[config.mk]
export PLATFORM = sky130hd
export DESIGN_NAME = bus_arb_top
export DESIGN_NICKNAME = d
export VERILOG_FILES = /design/src/source/bus_arb_pkg.sv /design/src/source/addr_tenure_if.sv /design/src/source/bus_arb_top.sv /design/src/source/data_tenure_queue.sv /design/src/source/aack_timer.sv /design/src/source/addr_arb_fsm.sv
export SDC_FILE = /design/constraint.sdc
export NUM_CORES = 1
export LEC_CHECK = 0
export BUFFER_PORTS_ARGS = -buffer_cell sky130_fd_sc_hd__buf_2
export CORE_ASPECT_RATIO = 1.75
export CORE_UTILIZATION = 55
export DETAILED_ROUTE_END_ITERATION = 10
export PLACE_DENSITY = 0.75
export SETUP_SLACK_MARGIN = 0.3
export SLEW_MARGIN = 20
export SYNTH_ARGS = -nofsm -noshare
export SYNTH_HDL_FRONTEND = slang
export SYNTH_SLANG_ARGS = --single-unit
[constraint.sdc]
create_clock -name clk -period 2.5 [get_ports clk]
set_clock_uncertainty 0.05 [all_clocks]
set_input_delay 0 -clock clk [delete_from_list [all_inputs] [get_ports clk]]
set_output_delay 0 -clock clk [all_outputs]
set_load 0.02 [all_outputs]
[src/source/bus_arb_pkg.sv]
`default_nettype none

package bus_arb_pkg;

	// address arbiter state
	// IDLEn means the bus is free and master n held it last, which decides
	// who wins when both masters request at once
	// GRANTEDn_AACK covers the retry window, and the grant is still held there
	// so the owner can park on the bus
	typedef enum logic [2:0] {
		IDLE1         = 3'd0,
		IDLE2         = 3'd1,
		GRANTED1      = 3'd2,
		GRANTED1_AACK = 3'd3,
		GRANTED2      = 3'd4,
		GRANTED2_AACK = 3'd5
	} arb_state_e;

	// owner of an address or data tenure
	typedef enum logic {
		CPU1 = 1'b0,
		CPU2 = 1'b1
	} cpu_id_e;

	// type of the address acknowledge delay, 1 to 7 cycles
	typedef logic [2:0] aack_dly_t;

	// type of the data beat count, 1 to 8 beats per data tenure
	typedef logic [3:0] beat_cnt_t;

endpackage

`default_nettype wire
[src/source/addr_tenure_if.sv]
`timescale 1ns/1ps
`default_nettype none

// events of one address tenure as seen inside the arbiter
// the fsm starts a tenure, the timer acknowledges it and opens the retry
// window, and the queue reports back when it cannot take another entry
interface addr_tenure_if;

	// one-cycle pulse when the fsm accepts ts_n
	logic start;
	// master that owns the tenure, valid with start
	bus_arb_pkg::cpu_id_e owner;
	// one-cycle address acknowledge pulse
	logic aack;
	// retry window, the cycle after aack
	logic window;
	// both queue entries are in use
	logic full;

	modport fsm (output start, output owner, input aack, input full);

	modport timer (input start, output aack, output window);

	modport queue (input start, input owner, input window, output full);

	// the monitor only watches
	modport monitor (input start, input owner, input aack, input window, input full);

endinterface

`default_nettype wire

[src/source/bus_arb_top.sv]
`timescale 1ns/1ps
`default_nettype none

// two-master bus arbiter
// the fsm owns the address bus grants, the timer acknowledges each address
// tenure, and the queue hands out the data bus in tenure order
module bus_arb_top import bus_arb_pkg::*; #(
	parameter aack_dly_t AACK_DELAY = 3'd2,
	parameter beat_cnt_t DATA_BEATS = 4'd4
) (
	input  logic clk,
	input  logic rst_n,
	input  logic br1_n,
	input  logic br2_n,
	input  logic ts_n,
	input  logic artry_n,
	input  logic ta_n,
	output logic bg1_n,
	output logic bg2_n,
	output logic aack_n,
	output logic dbg1_n,
	output logic dbg2_n
);

	// address tenure events shared by the three blocks
	addr_tenure_if tenure_if ();

	// artry_n goes to the fsm to hold grants in idle
	addr_arb_fsm fsm_i (
		.clk     (clk),
		.rst_n   (rst_n),
		.br1_n   (br1_n),
		.br2_n   (br2_n),
		.ts_n    (ts_n),
		.artry_n (artry_n),
		.bg1_n   (bg1_n),
		.bg2_n   (bg2_n),
		.tenure  (tenure_if)
	);

	aack_timer #(
		.AACK_DELAY (AACK_DELAY)
	) timer_i (
		.clk    (clk),
		.rst_n  (rst_n),
		.aack_n (aack_n),
		.tenure (tenure_if)
	);

	// artry_n also decides in the window whether a tenure is queued
	data_tenure_queue #(
		.DATA_BEATS (DATA_BEATS)
	) queue_i (
		.clk     (clk),
		.rst_n   (rst_n),
		.artry_n (artry_n),
		.ta_n    (ta_n),
		.dbg1_n  (dbg1_n),
		.dbg2_n  (dbg2_n),
		.tenure  (tenure_if)
	);

endmodule

`default_nettype wire

[src/source/data_tenure_queue.sv]
`timescale 1ns/1ps
`default_nettype none

// in-order data bus grant
// tenures that pass the retry window are queued by owner and get the data bus
// one at a time, each for DATA_BEATS transfer acknowledges
module data_tenure_queue import bus_arb_pkg::*; #(
	parameter beat_cnt_t DATA_BEATS = 4'd4
) (
	input  logic         clk,
	input  logic         rst_n,
	input  logic         artry_n,
	input  logic         ta_n,
	output logic         dbg1_n,
	output logic         dbg2_n,
	addr_tenure_if.queue tenure
);

	// owner of the tenure in its address phase
	cpu_id_e   pend_owner;
	cpu_id_e   fifo_mem [0:1];
	logic      wr_ptr;
	logic      rd_ptr;
	logic [1:0] count;
	cpu_id_e   head;
	// the head entry holds the data bus
	logic      busy;
	beat_cnt_t beat_cnt;
	logic      push;
	logic      pop;
	logic      grant;

	assign head = fifo_mem[rd_ptr];

	// a tenure retried in its window never reaches the data bus
	assign push = tenure.window && artry_n;

	// the data bus is only granted when it is free
	assign grant = !busy && count != 2'd0;

	// the last beat releases the data bus and frees the entry
	assign pop = busy && !ta_n && beat_cnt == DATA_BEATS - 4'd1;

	// the entry in its data phase still counts, which keeps the address
	// phase of the next tenure from overrunning the queue
	assign tenure.full = count == 2'd2;

	always_ff @(posedge clk) begin
		if (tenure.start) begin
			pend_owner <= tenure.owner;
		end
		if (push) begin
			fifo_mem[wr_ptr] <= pend_owner;
		end
	end

	always_ff @(posedge clk) begin
		if (!rst_n) begin
			wr_ptr   <= 1'b0;
			rd_ptr   <= 1'b0;
			count    <= 2'd0;
			busy     <= 1'b0;
			beat_cnt <= '0;
			dbg1_n   <= 1'b1;
			dbg2_n   <= 1'b1;
		end else begin
			if (push) begin
				wr_ptr <= ~wr_ptr;
			end
			if (pop) begin
				rd_ptr <= ~rd_ptr;
			end
			case ({push, pop})
				2'b10: count <= count + 2'd1;
				2'b01: count <= count - 2'd1;
				default: count <= count;
			endcase
			// beats are only counted while a grant is out, and a high ta_n
			// holds both the count and the grant
			if (grant) begin
				busy     <= 1'b1;
				beat_cnt <= '0;
				dbg1_n   <= head != CPU1;
				dbg2_n   <= head != CPU2;
			end else if (pop) begin
				busy     <= 1'b0;
				beat_cnt <= '0;
				dbg1_n   <= 1'b1;
				dbg2_n   <= 1'b1;
			end else if (busy && !ta_n) begin
				beat_cnt <= beat_cnt + 4'd1;
			end
		end
	end

endmodule

`default_nettype wire

[src/source/aack_timer.sv]
`timescale 1ns/1ps
`default_nettype none

// address acknowledge timer
// aack follows the accepted ts_n by AACK_DELAY edges and the retry window
// follows aack by one cycle
module aack_timer import bus_arb_pkg::*; #(
	parameter aack_dly_t AACK_DELAY = 3'd2
) (
	input  logic         clk,
	input  logic         rst_n,
	output logic         aack_n,
	addr_tenure_if.timer tenure
);

	// edges left until aack, zero when no tenure is waiting
	aack_dly_t cnt;
	logic      aack_next;

	// start is already one edge after ts_n, so a delay of one fires at once
	// and longer delays count down from AACK_DELAY-1
	always_comb begin
		aack_next = 1'b0;
		if (tenure.start && AACK_DELAY == 3'd1) begin
			aack_next = 1'b1;
		end else if (cnt == 3'd1) begin
			aack_next = 1'b1;
		end
	end

	always_ff @(posedge clk) begin
		if (!rst_n) begin
			cnt           <= '0;
			tenure.aack   <= 1'b0;
			tenure.window <= 1'b0;
			aack_n        <= 1'b1;
		end else begin
			// only one tenure is in its address phase, so start never
			// arrives while the counter is still running
			if (tenure.start) begin
				cnt <= AACK_DELAY - 3'd1;
			end else if (cnt != 3'd0) begin
				cnt <= cnt - 3'd1;
			end
			tenure.aack   <= aack_next;
			aack_n        <= !aack_next;
			tenure.window <= tenure.aack;
		end
	end

endmodule

`default_nettype wire

[src/source/addr_arb_fsm.sv]
`timescale 1ns/1ps
`default_nettype none

// address bus arbiter for two masters
// grants alternate between competing requests, a master may park on the bus,
// and no grant is given while a snooper holds artry_n low or the data queue
// is full
module addr_arb_fsm import bus_arb_pkg::*; (
	input  logic          clk,
	input  logic          rst_n,
	input  logic          br1_n,
	input  logic          br2_n,
	input  logic          ts_n,
	input  logic          artry_n,
	output logic          bg1_n,
	output logic          bg2_n,
	addr_tenure_if.fsm    tenure
);

	arb_state_e state;
	arb_state_e state_next;
	// high from the accepted ts_n until aack
	logic       active;
	// ts_n is taken as the start of a tenure in this cycle
	logic       accept;
	// master that owns or last owned the address bus
	cpu_id_e    cur_cpu;

	assign cur_cpu = (state == IDLE1 || state == GRANTED1 || state == GRANTED1_AACK) ?
		CPU1 : CPU2;

	always_comb begin
		state_next = state;
		accept     = 1'b0;
		case (state)
			IDLE1, IDLE2: begin
				// a snooper asserting artry_n needs the bus next, and a full
				// queue cannot take another tenure, so hold in both cases
				if (!artry_n || tenure.full) begin
					state_next = state;
				end else if (!ts_n) begin
					// the grant was still held in the window cycle, so this
					// master parked and starts a new tenure without a request
					accept     = 1'b1;
					state_next = (state == IDLE1) ? GRANTED1 : GRANTED2;
				end else if (!br1_n && br2_n) begin
					state_next = GRANTED1;
				end else if (br1_n && !br2_n) begin
					state_next = GRANTED2;
				end else if (br1_n && br2_n) begin
					state_next = state;
				end else begin
					// both request, the master that did not own the bus wins
					state_next = (state == IDLE1) ? GRANTED2 : GRANTED1;
				end
			end
			GRANTED1, GRANTED2: begin
				// only the first ts_n of the grant starts a tenure
				if (!ts_n && !active) begin
					accept = 1'b1;
				end
				if (tenure.aack) begin
					state_next = (state == GRANTED1) ? GRANTED1_AACK : GRANTED2_AACK;
				end
			end
			GRANTED1_AACK: state_next = IDLE1;
			GRANTED2_AACK: state_next = IDLE2;
			default: state_next = IDLE1;
		endcase
	end

	always_ff @(posedge clk) begin
		if (!rst_n) begin
			state        <= IDLE1;
			active       <= 1'b0;
			tenure.start <= 1'b0;
			bg1_n        <= 1'b1;
			bg2_n        <= 1'b1;
		end else begin
			state        <= state_next;
			tenure.start <= accept;
			if (accept) begin
				active <= 1'b1;
			end else if (tenure.aack) begin
				active <= 1'b0;
			end
			// the grants follow the next state so they change on the same edge
			bg1_n <= !(state_next == GRANTED1 || state_next == GRANTED1_AACK);
			bg2_n <= !(state_next == GRANTED2 || state_next == GRANTED2_AACK);
		end
	end

	// owner travels with start and is only read when start is high
	always_ff @(posedge clk) begin
		if (accept) begin
			tenure.owner <= cur_cpu;
		end
	end

endmodule

`default_nettype wire

# Word level (Yosys, flattened, before mapping)
# Memory sizes are Yosys's and may differ from the RTL's. A register that Yosys moved wholly into a read port is not among the register bits.
# Index checks and enable logic that the tools add are counted.
[totals] elab_cells=106 mem_count=1 mem_bits_rw=2 inputBits=7 output_inout_bits=5 regBits=26
[op_classes] muxes=30 bitwise=4 n_reduce_logical=34 n_eq_ne=14 addsub=4
[mem_list] memory="queue_i.fifo_mem" depth=2 word_bits=1 read_ports=1 rd_clocked_by_memory_dff=1 write_ports=1 line_no="data_tenure_queue.sv:21" text="cpu_id_e fifo_mem [0:1];"
[ops] cell="$mux W3" count=9
[ops] cell="$mux W1" count=18
[ops] cell="$eq A3 B2 Y1 const B" count=4
[ops] cell="$eq A3 B3 Y1 const B" count=4
[ops] cell="$logic_not A1 Y1" count=10
[ops] cell="$reduce_bool A2 Y1" count=5
[ops] cell="$pmux W3 S3" count=1
[ops] cell="$logic_and A1 B1 Y1" count=8
[ops] cell="$eq A3 B1 Y1 const B" count=2
[ops] cell="$reduce_or A2 Y1" count=3
[ops] cell="$logic_or A1 B1 Y1" count=5
[ops] cell="$add A4 B1 Y4 const B" count=1
[ops] cell="$eq A2 B2 Y1 const B" count=2
[ops] cell="$eq A4 B2 Y1 const B" count=1
[ops] cell="$not A1 Y1" count=4
[ops] cell="$pmux W2 S2" count=1
[ops] cell="$logic_not A3 Y1" count=1
[ops] cell="$reduce_bool A3 Y1" count=1
[ops] cell="$reduce_or A3 Y1" count=1
[ops] cell="$sub A3 B1 Y3 const B" count=1
[ops] cell="$add A2 B1 Y2 const B" count=1
[ops] cell="$eq A2 B1 Y1 const B" count=1
[ops] cell="$pmux W1 S2" count=1
[ops] cell="$sub A2 B1 Y2 const B" count=1

# Longest topological paths before layout
# Gate-level depths: netlist of the first run.
[depth] depth_word=11 mapped_depth=6 mapped_depth_nobuf=6

# Modules after synthesis
# From an unflattened synthesis of the first run, not the netlist that was laid out.
[hier_totals] cells_unflattened=129 hier_area_um2=1296.2
[modules_own_cells] module="data_tenure_queue" area_each_um2=640.6 cells_each=63 seq_area_each_um2=330.3 n_inst=1
[modules_own_cells] module="addr_arb_fsm" area_each_um2=391.6 cells_each=40 seq_area_each_um2=170.2 n_inst=1
[modules_own_cells] module="aack_timer" area_each_um2=264.0 cells_each=26 seq_area_each_um2=120.1 n_inst=1

# Worst setup path before layout of the first run
# OpenSTA, ideal clock, no wires.
[synth_timing] path_type="register to register" from="register queue_i.beat_cnt[2]" to="register queue_i.count[1]" period_less_slack_ns=1.859 setup_ns=0.072 slack_ns=0.641 path_stages_with_launch=6 path_buffers=0 t_arrival_ns=1.736 required_ns=2.378 cell_sequence="dfxtp_1 nor4b_2 and2_1 ha_1 or3_1 a21oi_1"
[synth_via] elab_chain_cells=4 word_cells_on_any_way=6 cone_classes="3 x eq/ne; 1 x mux; 2 x reduce/logical"
[synth_rtl] item="start, declared" line_no="data_tenure_queue.sv:28" text="beat_cnt_t beat_cnt;"
[synth_rtl] item="start signal, assigned" line_no="data_tenure_queue.sv:91" text="beat_cnt <= beat_cnt + 4'd1;"
[synth_rtl] item="$eq A4 B2 Y1 *" line_no="data_tenure_queue.sv:42" text="assign pop = busy && !ta_n && beat_cnt == DATA_BEATS - 4'd1;"
[synth_rtl] item="$logic_and A1 B1 Y1 *" line_no="data_tenure_queue.sv:42"
[synth_rtl] item="via queue_i.pop" line_no="data_tenure_queue.sv:30" text="logic pop;"
[synth_rtl] item="$eq A2 B1 Y1 / $eq A2 B2 Y1 (equally long branches)" line_no="data_tenure_queue.sv:73" text="case ({push, pop})"
[synth_rtl] item="$pmux W2 S2 / $reduce_bool A2 Y1 (equally long branches)"
[synth_rtl] item="end signal, assigned" line_no="data_tenure_queue.sv:74" text="2'b10: count <= count + 2'd1;"
[synth_rtl] item="end signal, assigned" line_no="data_tenure_queue.sv:75" text="2'b01: count <= count - 2'd1;"
[synth_rtl] item="end signal, assigned" line_no="data_tenure_queue.sv:76" text="default: count <= count;"
[synth_rtl] item="end, declared" line_no="data_tenure_queue.sv:24" text="logic [1:0] count;"
# The timed path passes the listed nets; every way through them passes the cells marked *.
# A chain may end at the register's enable or synchronous reset.

# Worst setup path after layout of the first run
[layout_timing] from="register queue_i.busy" to="register queue_i.count[1]"
[layout_via] elab_chain_cells=4 word_cells_on_any_way=6 cone_classes="2 x eq/ne; 1 x mux; 3 x reduce/logical"
[layout_rtl] item="start, declared" line_no="data_tenure_queue.sv:27" text="logic busy;"
[layout_rtl] item="start signal, assigned" line_no="data_tenure_queue.sv:62" text="busy <= 1'b0;"
[layout_rtl] item="start signal, assigned" line_no="data_tenure_queue.sv:81" text="busy <= 1'b1;"
[layout_rtl] item="start signal, assigned" line_no="data_tenure_queue.sv:86" text="busy <= 1'b0;"
[layout_rtl] item="$logic_and A1 B1 Y1 * (2 in series)" line_no="data_tenure_queue.sv:42"
[layout_rtl] item="via queue_i.pop" line_no="data_tenure_queue.sv:30"
[layout_rtl] item="$eq A2 B1 Y1 / $eq A2 B2 Y1 (equally long branches)" line_no="data_tenure_queue.sv:73"
[layout_rtl] item="$pmux W2 S2 / $reduce_bool A2 Y1 (equally long branches)"
# Marked as above.

==> qor.csv, run 1 <==
stage,metric,value,unit
cts,cts_num_sinks,29,
logic_synthesis,synthArstFlopShare,0,%
logic_synthesis,netlist_instances,131,
sta,finalCritPeriodShare,76.5,%
logic_synthesis,syn_area,1320,um2
logic_synthesis,synth_edf_count,4,
cts,cts_tree,built,
drt,route.detailed.drc,0,
final_layout,multi_input_area,638,um2
cts,htreeDepth,2,
global_routing,overflow,0,
cts,cts_buffers,5,
pwr,power_density,782,nW/um2
setup_path,worst-r2r-cell-count,6,
setup_path,endpoint_kind,flip-flop,
floorplanning,pin_count,12,
logic_synthesis,yosysTopAreaCell,dfxtp_1,
sta,totalNegativeSetupSlack,0,ps
floorplanning,core,2270,um2
final_layout,area_growth,13.2,%
final_layout,regArea,621,um2
final_layout,finalInstanceArea,1490,um2
sta,finalCriticalPeriod,1910,ps
setup_path,crit_slowest_cell,dfxtp_1,
global_routing,grt_max_degree,13,
final_layout,nets,160,
drt,vias_per_cell,5.71,
cts,clock-root-buffer,clkbuf_8,
pwr,vdd_drop_max,0.490,mV
place,placed_area,1380,um2
logic_synthesis,yosysUniqueCellTypes,44,
sta,max_slew_margin,73.5,%
floorplanning,die_area,2600,um2
sta,drv_slew,0,
floorplanning,start_util,57.9,%
logic_synthesis,synth_area_leaders,"dfxtp_1 (38%), edfxtp_1 (9.1%), ha_1 (4.8%)",
setup_path,worstPathRequired,2660,ps
logic_synthesis,yosysWarnings,0,
setup_path,crit_type,reg -> reg,
cts,clockBufferDepth,2,
logic_synthesis,synth_fp_nets,143,
drt,num_vias,993,
cts,clock_latency,280,ps
place,numPortBuffers,11,
drt,drt-wirelength-per-cell,14.0,um
setup_path,worstSetupStartpointType,flip-flop,
setup_path,cp.arrival,2070,ps
logic_synthesis,postSynthRegisterBits,29,
sta,setup_viol,0,
run,maxCapViolCount,0,
sta,finalHoldViolations,0,
floorplanning,die-height,66.7,um
final_layout,drive_above_1_share,17.4,%
logic_synthesis,synth_flop_cell,dfxtp_1,
sta,timing.hold.ws,36.7,ps
final_layout,nFillCells,188,
global_routing,antenna_found_initial,0,
drt,wl,2430,um
hold_path,hold_class,in -> reg,
global_routing,first_global_vias,993,
setup_path,cp_cell_sequence,nor4b_2 > buf_4 > and2_1 > ha_1 > or3_1 > a21oi_1,
setup_path,cp_max_fo,6,
logic_synthesis,ys_seq_area_share,47.1,%
cts,cts.reportedPaths.clkPinSlew,60,ps
drt,ant_nets,0,
logic_synthesis,syn_area_per_cell,10.0,um2
logic_synthesis,synth.top_cell.area_share,38.0,%
place,post-dp-hpwl,1730,um
sta,max_freq,0.523,GHz
status,status,finished clean,
hold_path,hold_depth,3,
pwr,leakage,0.599,nW
place,gp_congestion,0.656,
sta,worst_pin_slew,397,ps
floorplanning,die_width,39.0,um
global_routing,grtUsageTotal,23.4,%
floorplanning,rows,23,
final_layout,diodes,0,
setup_path,max_stage_delay,390,ps
global_routing,grt_pass1_wl,4090,um
sta,grt_setup_unrepaired,no,
drt,drt_iter0_markers,22,
drt,drt_pass1_iterations,4,
per-stage QoR:
step / total power [mW] / utilization, % / instances / setup slack, ps
2_1_floorplan: 0.751 / - / 131 / 641
3_3_place_gp: 0.784 / 60.6 / 163 / 657
3_5_place_dp: 0.809 / 60.6 / 163 / 597
4_1_cts: 1.17 / 65.5 / 174 / 580
5_1_grt: 1.24 / 65.5 / 174 / 473
6_report: 1.17 / 65.5 / 174 / 587
worst max-delay path: cells and delay by family (launching register included):
family / cells / cell delay (ps)
compound gates: 1 / 140
fa+ha+maj: 1 / 280
buf+inv: 1 / 180
flops: 1 / 390
simple gates: 3 / 810
power by group:
group          total, mW  switching, mW  leakage (nW)  internal, mW
registers          0.562         0.0364         0.241         0.525
logic              0.245          0.132         0.316         0.113
clock network      0.359          0.172        0.0430         0.187
logic make-up (layout without fill, tap and decap cells):
kind of cell / count (synthesis) / count (layout) / share of synthesized area (%)
multiplexers: 4 / 4 / 3.04
AND/OR/NAND/NOR: 46 / 46 / 20.5
XOR/XNOR: 6 / 6 / 3.99
buffers and inverters: 12 / 30 / 4.37
adder cells (fa/ha/maj): 5 / 5 / 4.75
flip-flops: 29 / 29 / 47.1
AO/OA/AOI/OAI: 29 / 29 / 16.2
cells in the mapped netlist, types with 4 or more instances:
cell type   n
edfxtp_1    4
mux2i_1     4
nor3_1      4
inv_1       6
buf_2       4
a21oi_1     5
dfxtp_1    25
nand2b_1    5
nand2_1     6
a211oi_1    5
xor2_1      4
ha_1        5
nor2_1     12
cell type report:
cell class	instances	share of cell area [%]
multi-input combinational	90	42.8
sequential	29	41.6
timing repair buffer	15	6.21
clock inverter	3	0.840
tap	25	2.10
clock buffer	5	4.62
inverter	7	1.76
cell usage in the layout, fill, tap and decap left out, types with 2 or more instances in the layout:
cell type / synthesis / routed
a211o_1: 2 / 2
a211oi_1: 5 / 5
a21bo_2: 2 / 2
a21oi_1: 5 / 5
and2_1: 2 / 2
and3_1: 2 / 2
buf_2: 4 / 11
clkbuf_8: 0 / 5
clkinv_1: 1 / 3
dfxtp_1: 25 / 25
dlygate4sd3_1: 0 / 3
edfxtp_1: 4 / 4
ha_1: 5 / 5
inv_1: 6 / 6
mux2i_1: 4 / 4
nand2_1: 6 / 6
nand2b_1: 5 / 5
nand3b_1: 3 / 3
nor2_1: 12 / 12
nor3_1: 4 / 4
nor3b_1: 2 / 2
o21ai_0: 3 / 3
or3_1: 2 / 2
xnor2_1: 2 / 2
xor2_1: 4 / 4
flip-flops by register name (all words and copies together), names as in the netlist, named ones only:
name and cells:
queue_i.count 2, fsm_i.tenure.owner 1, timer_i.tenure.aack 1, fsm_i.state 3, queue_i.pend_owner 1, timer_i.cnt 3
timer_i.aack_n 1, queue_i.fifo_mem 2, queue_i.beat_cnt 4, queue_i.dbg2_n 1, queue_i.rd_ptr 1, fsm_i.bg1_n 1
fsm_i.tenure.start 1, queue_i.wr_ptr 1, timer_i.tenure.window 1, queue_i.dbg1_n 1, queue_i.busy 1, fsm_i.bg2_n 1
fsm_i.active 1
repair_timing:
action / in CTS / in global routing
endpoints found under the hold margin: 6 / 0
hold buffers: 3 / 0
gates resized for setup: 0 / 0
setup buffers: 0 / 0
setup endpoints to repair: 0 / 0
worst paths after layout:
path	start	to	slack, ps
worst min register to register	fsm_i.tenure.owner	queue_i.pend_owner	380
worst max-delay path	queue_i.busy	queue_i.count[1]	590
worst min-delay path	br1_n	fsm_i.bg1_n	40
worst max register to register	queue_i.busy	queue_i.count[1]	590
routing by layer:
layer / share of wire [%] / global-route usage (%) / vias to the layer above / wire, um
met3: 3.2 / 6.00 / 7 / 79
met4: 3.2 / 14.2 / 0 / 77
li1: - / - / 505 / -
met1: 40 / 24.7 / 459 / 969
met5: 0 / 0 / - / 0
met2: 54 / 39.2 / 22 / 1300
No activity file was read; power rests on OpenSTA's default activity.
==> run 2, diff against run 1 <==
==> constraint.sdc (replaced) <==
create_clock -name clk -period 1.8 [get_ports clk]
set_clock_uncertainty 0.05 [all_clocks]
set_input_delay 0 -clock clk [delete_from_list [all_inputs] [get_ports clk]]
set_output_delay 0 -clock clk [all_outputs]
set_load 0.02 [all_outputs]
==> qor.csv, run 2 (synthesized netlist as in run 1, its figures left out) <==
stage,metric,value,unit,change
drt,num_vias,1012,,+1.9%
cts,cts_tree,built,,
cts,clockBufferDepth,2,,unchanged
cts,cts_buffers,5,,unchanged
pwr,leakage,0.648,nW,+8.1%
setup_path,worst-r2r-cell-count,5,,-1
pwr,power_density,1090,nW/um2,+40%
drt,drt-wirelength-per-cell,13.4,um,-4.1%
final_layout,area_growth,22.6,%,
drt,ant_nets,0,,unchanged
place,gp_congestion,0.749,,+14%
global_routing,overflow,0,,unchanged
pwr,p_sw,464,uW,+36%
setup_path,worstSetupStartpointType,flip-flop,,
setup_path,crit_type,reg -> reg,,
global_routing,grtUsageTotal,23.1,%,-0.34 points
global_routing,grt_max_degree,13,,unchanged
setup_path,cp.arrival,1760,ps,-310 ps
setup_path,reg2reg_slack,200,ps,-390 ps
drt,drt_pass1_iterations,5,,+1
place,place_ws,69.6,ps,-527 ps
cts,htreeDepth,2,,unchanged
cts,cts_num_sinks,29,,unchanged
global_routing,grt_pass1_wl,4020,um,-1.9%
cts,clock_latency,280,ps,about the same
final_layout,largest_registers,"queue_i.beat_cnt (4), fsm_i.state (3), timer_i.cnt (3)",,
final_layout,final_cell_mix,"dfxtp_1 (21), nor2_1 (12), buf_2 (10)",,
setup_path,cp_max_fo,3,,-3
floorplanning,start_util,57.9,%,unchanged
pwr,seqPwrFrac,43.9,%,-4.3 points
sta,max_slew_margin,72.3,%,-1.3 points
sta,drv_slew,0,,unchanged
final_layout,nFillCells,186,,-1.1%
floorplanning,pin_count,12,,unchanged
drt,drt_iter0_markers,27,,+23%
sta,finalHoldViolations,0,,unchanged
place,post-dp-hpwl,1710,um,-1.7%
setup_path,r2r_start,queue_i.beat_cnt[3],,
sta,finalCriticalPeriod,1600,ps,-314 ps
final_layout,fin_util,71.0,%,+5.4 points
sta,timing.hold.ws,101,ps,+64.4 ps
sta,setup_viol,0,,unchanged
floorplanning,die_width,39.0,um,unchanged
drt,vias_per_cell,5.59,,-2.0%
setup_path,rr_endpoint,queue_i.count[1],,
run,maxCapViolCount,0,,unchanged
sta,setup_ws,202,ps,-386 ps
sta,finalCritPeriodShare,88.8,%,+12 points
pwr,power_frac_clock,37.0,%,+6.2 points
final_layout,nets,167,,+4.4%
cts,clock-root-buffer,clkbuf_8,,
sta,worst_pin_slew,415,ps,+18.9 ps
pwr,intPower,1.30,mW,+58%
floorplanning,rows,23,,unchanged
pwr,vdd_drop_max,1.04,mV,+110%
hold_path,hp-start,ta_n,,
final_layout,largest-register,queue_i.beat_cnt,,
status,status,finished clean,,
setup_path,endpoint_kind,flip-flop,,
sta,grt_setup_unrepaired,yes,,
final_layout,drive_above_1_share,25.0,%,+7.6 points
floorplanning,die_area,2600,um2,unchanged
global_routing,antenna_found_initial,0,,unchanged
floorplanning,core,2270,um2,unchanged
pwr,p_sw_share,26.3,%,-2.9 points
cts,cts.reportedPaths.clkPinSlew,60,ps,about the same
place,numPortBuffers,11,,unchanged
hold_path,hold_depth,4,,+1
drt,wl,2430,um,-0.21%
drt,route.detailed.drc,0,,unchanged
sta,totalNegativeSetupSlack,0,ps,unchanged
final_layout,largest_register_ffs,4,,unchanged
global_routing,first_global_vias,967,,-2.6%
setup_path,worstPathRequired,1970,ps,-690 ps
pwr,power_frac_comb,19.1,%,-1.9 points
final_layout,layout_commonest_cell,dfxtp_1,,
final_layout,diodes,0,,unchanged
hold_path,holdPathEnd,queue_i.beat_cnt[2],,
sta,max_freq,0.626,GHz,+20%
hold_path,hold_class,in -> reg,,
floorplanning,die-height,66.7,um,unchanged
-- run 2: layout make-up --
type	count	area [um2]	share of cell area, %
timing repair buffer	22	150	9.30
inverter	7	26.3	1.63
multi-input combinational	90	674	41.8
tap	25	31.3	1.94
clock buffer	6	72.6	4.50
clock inverter	2	33.8	2.09
sequential	29	626	38.8
-- run 2: power groups by stage --
stage | combinational, mW | clock [mW] | sequential [mW]
after floorplan | 0.258 | 0 | 0.788
after global placement | 0.313 | 0 | 0.785
after detailed placement | 0.328 | 0 | 0.788
after CTS | 0.339 | 0.670 | 0.774
after global routing | 0.386 | 0.687 | 0.786
final | 0.338 | 0.653 | 0.775
-- run 2: metal layers --
layer  track usage (%)  part of all wire [%]  up-vias  wire length (um)
met1              22.5                    39      470               943
li1                  -                     -      512                 -
met2              40.2                    56       26              1350
met5                 0                     0        -                 0
met3              7.00                   3.6        4                88
met4              12.9                   1.7        0                42
-- run 2: timing repair --
item / CTS / global route
endpoints found under the setup margin: 2 / 2
pin swaps: 4 / 4
setup buffers: 3 / 1
gates cloned: 0 / 0
hold buffers: 4 / 0
gates resized for setup: 2 / 5
hold endpoints to repair: 7 / 0
-- run 2: worst max path at each step --
stage	slack, ps	depth (start not counted)	from	to
final	200	5	queue_i.beat_cnt[3]	queue_i.count[1]
after global routing	140	5	queue_i.beat_cnt[3]	queue_i.count[1]
after CTS	180	6	queue_i.beat_cnt[3]	queue_i.count[1]
after detailed placement	70	5	queue_i.beat_cnt[3]	queue_i.count[1]
after global placement	100	5	queue_i.beat_cnt[3]	queue_i.count[1]
after floorplan	150	5	queue_i.beat_cnt[3]	queue_i.count[1]
-- run 2: worst max-delay path, cell delays in order, from the launching register on --
cell and delay [ps]:
dfxtp_2 330, nor4b_4 270, and2_4 210, ha_4 200, or3_1 340, a21oi_1 130
-- run 2: stage by stage --
stage                     instance area [um2]  total power [mW]  cells
after floorplan                          1340              1.05    131
after global placement                   1420              1.10    165
after detailed placement                 1420              1.12    165
after CTS                                1600              1.78    180
after global routing                     1610              1.86    181
final                                    1610              1.76    181
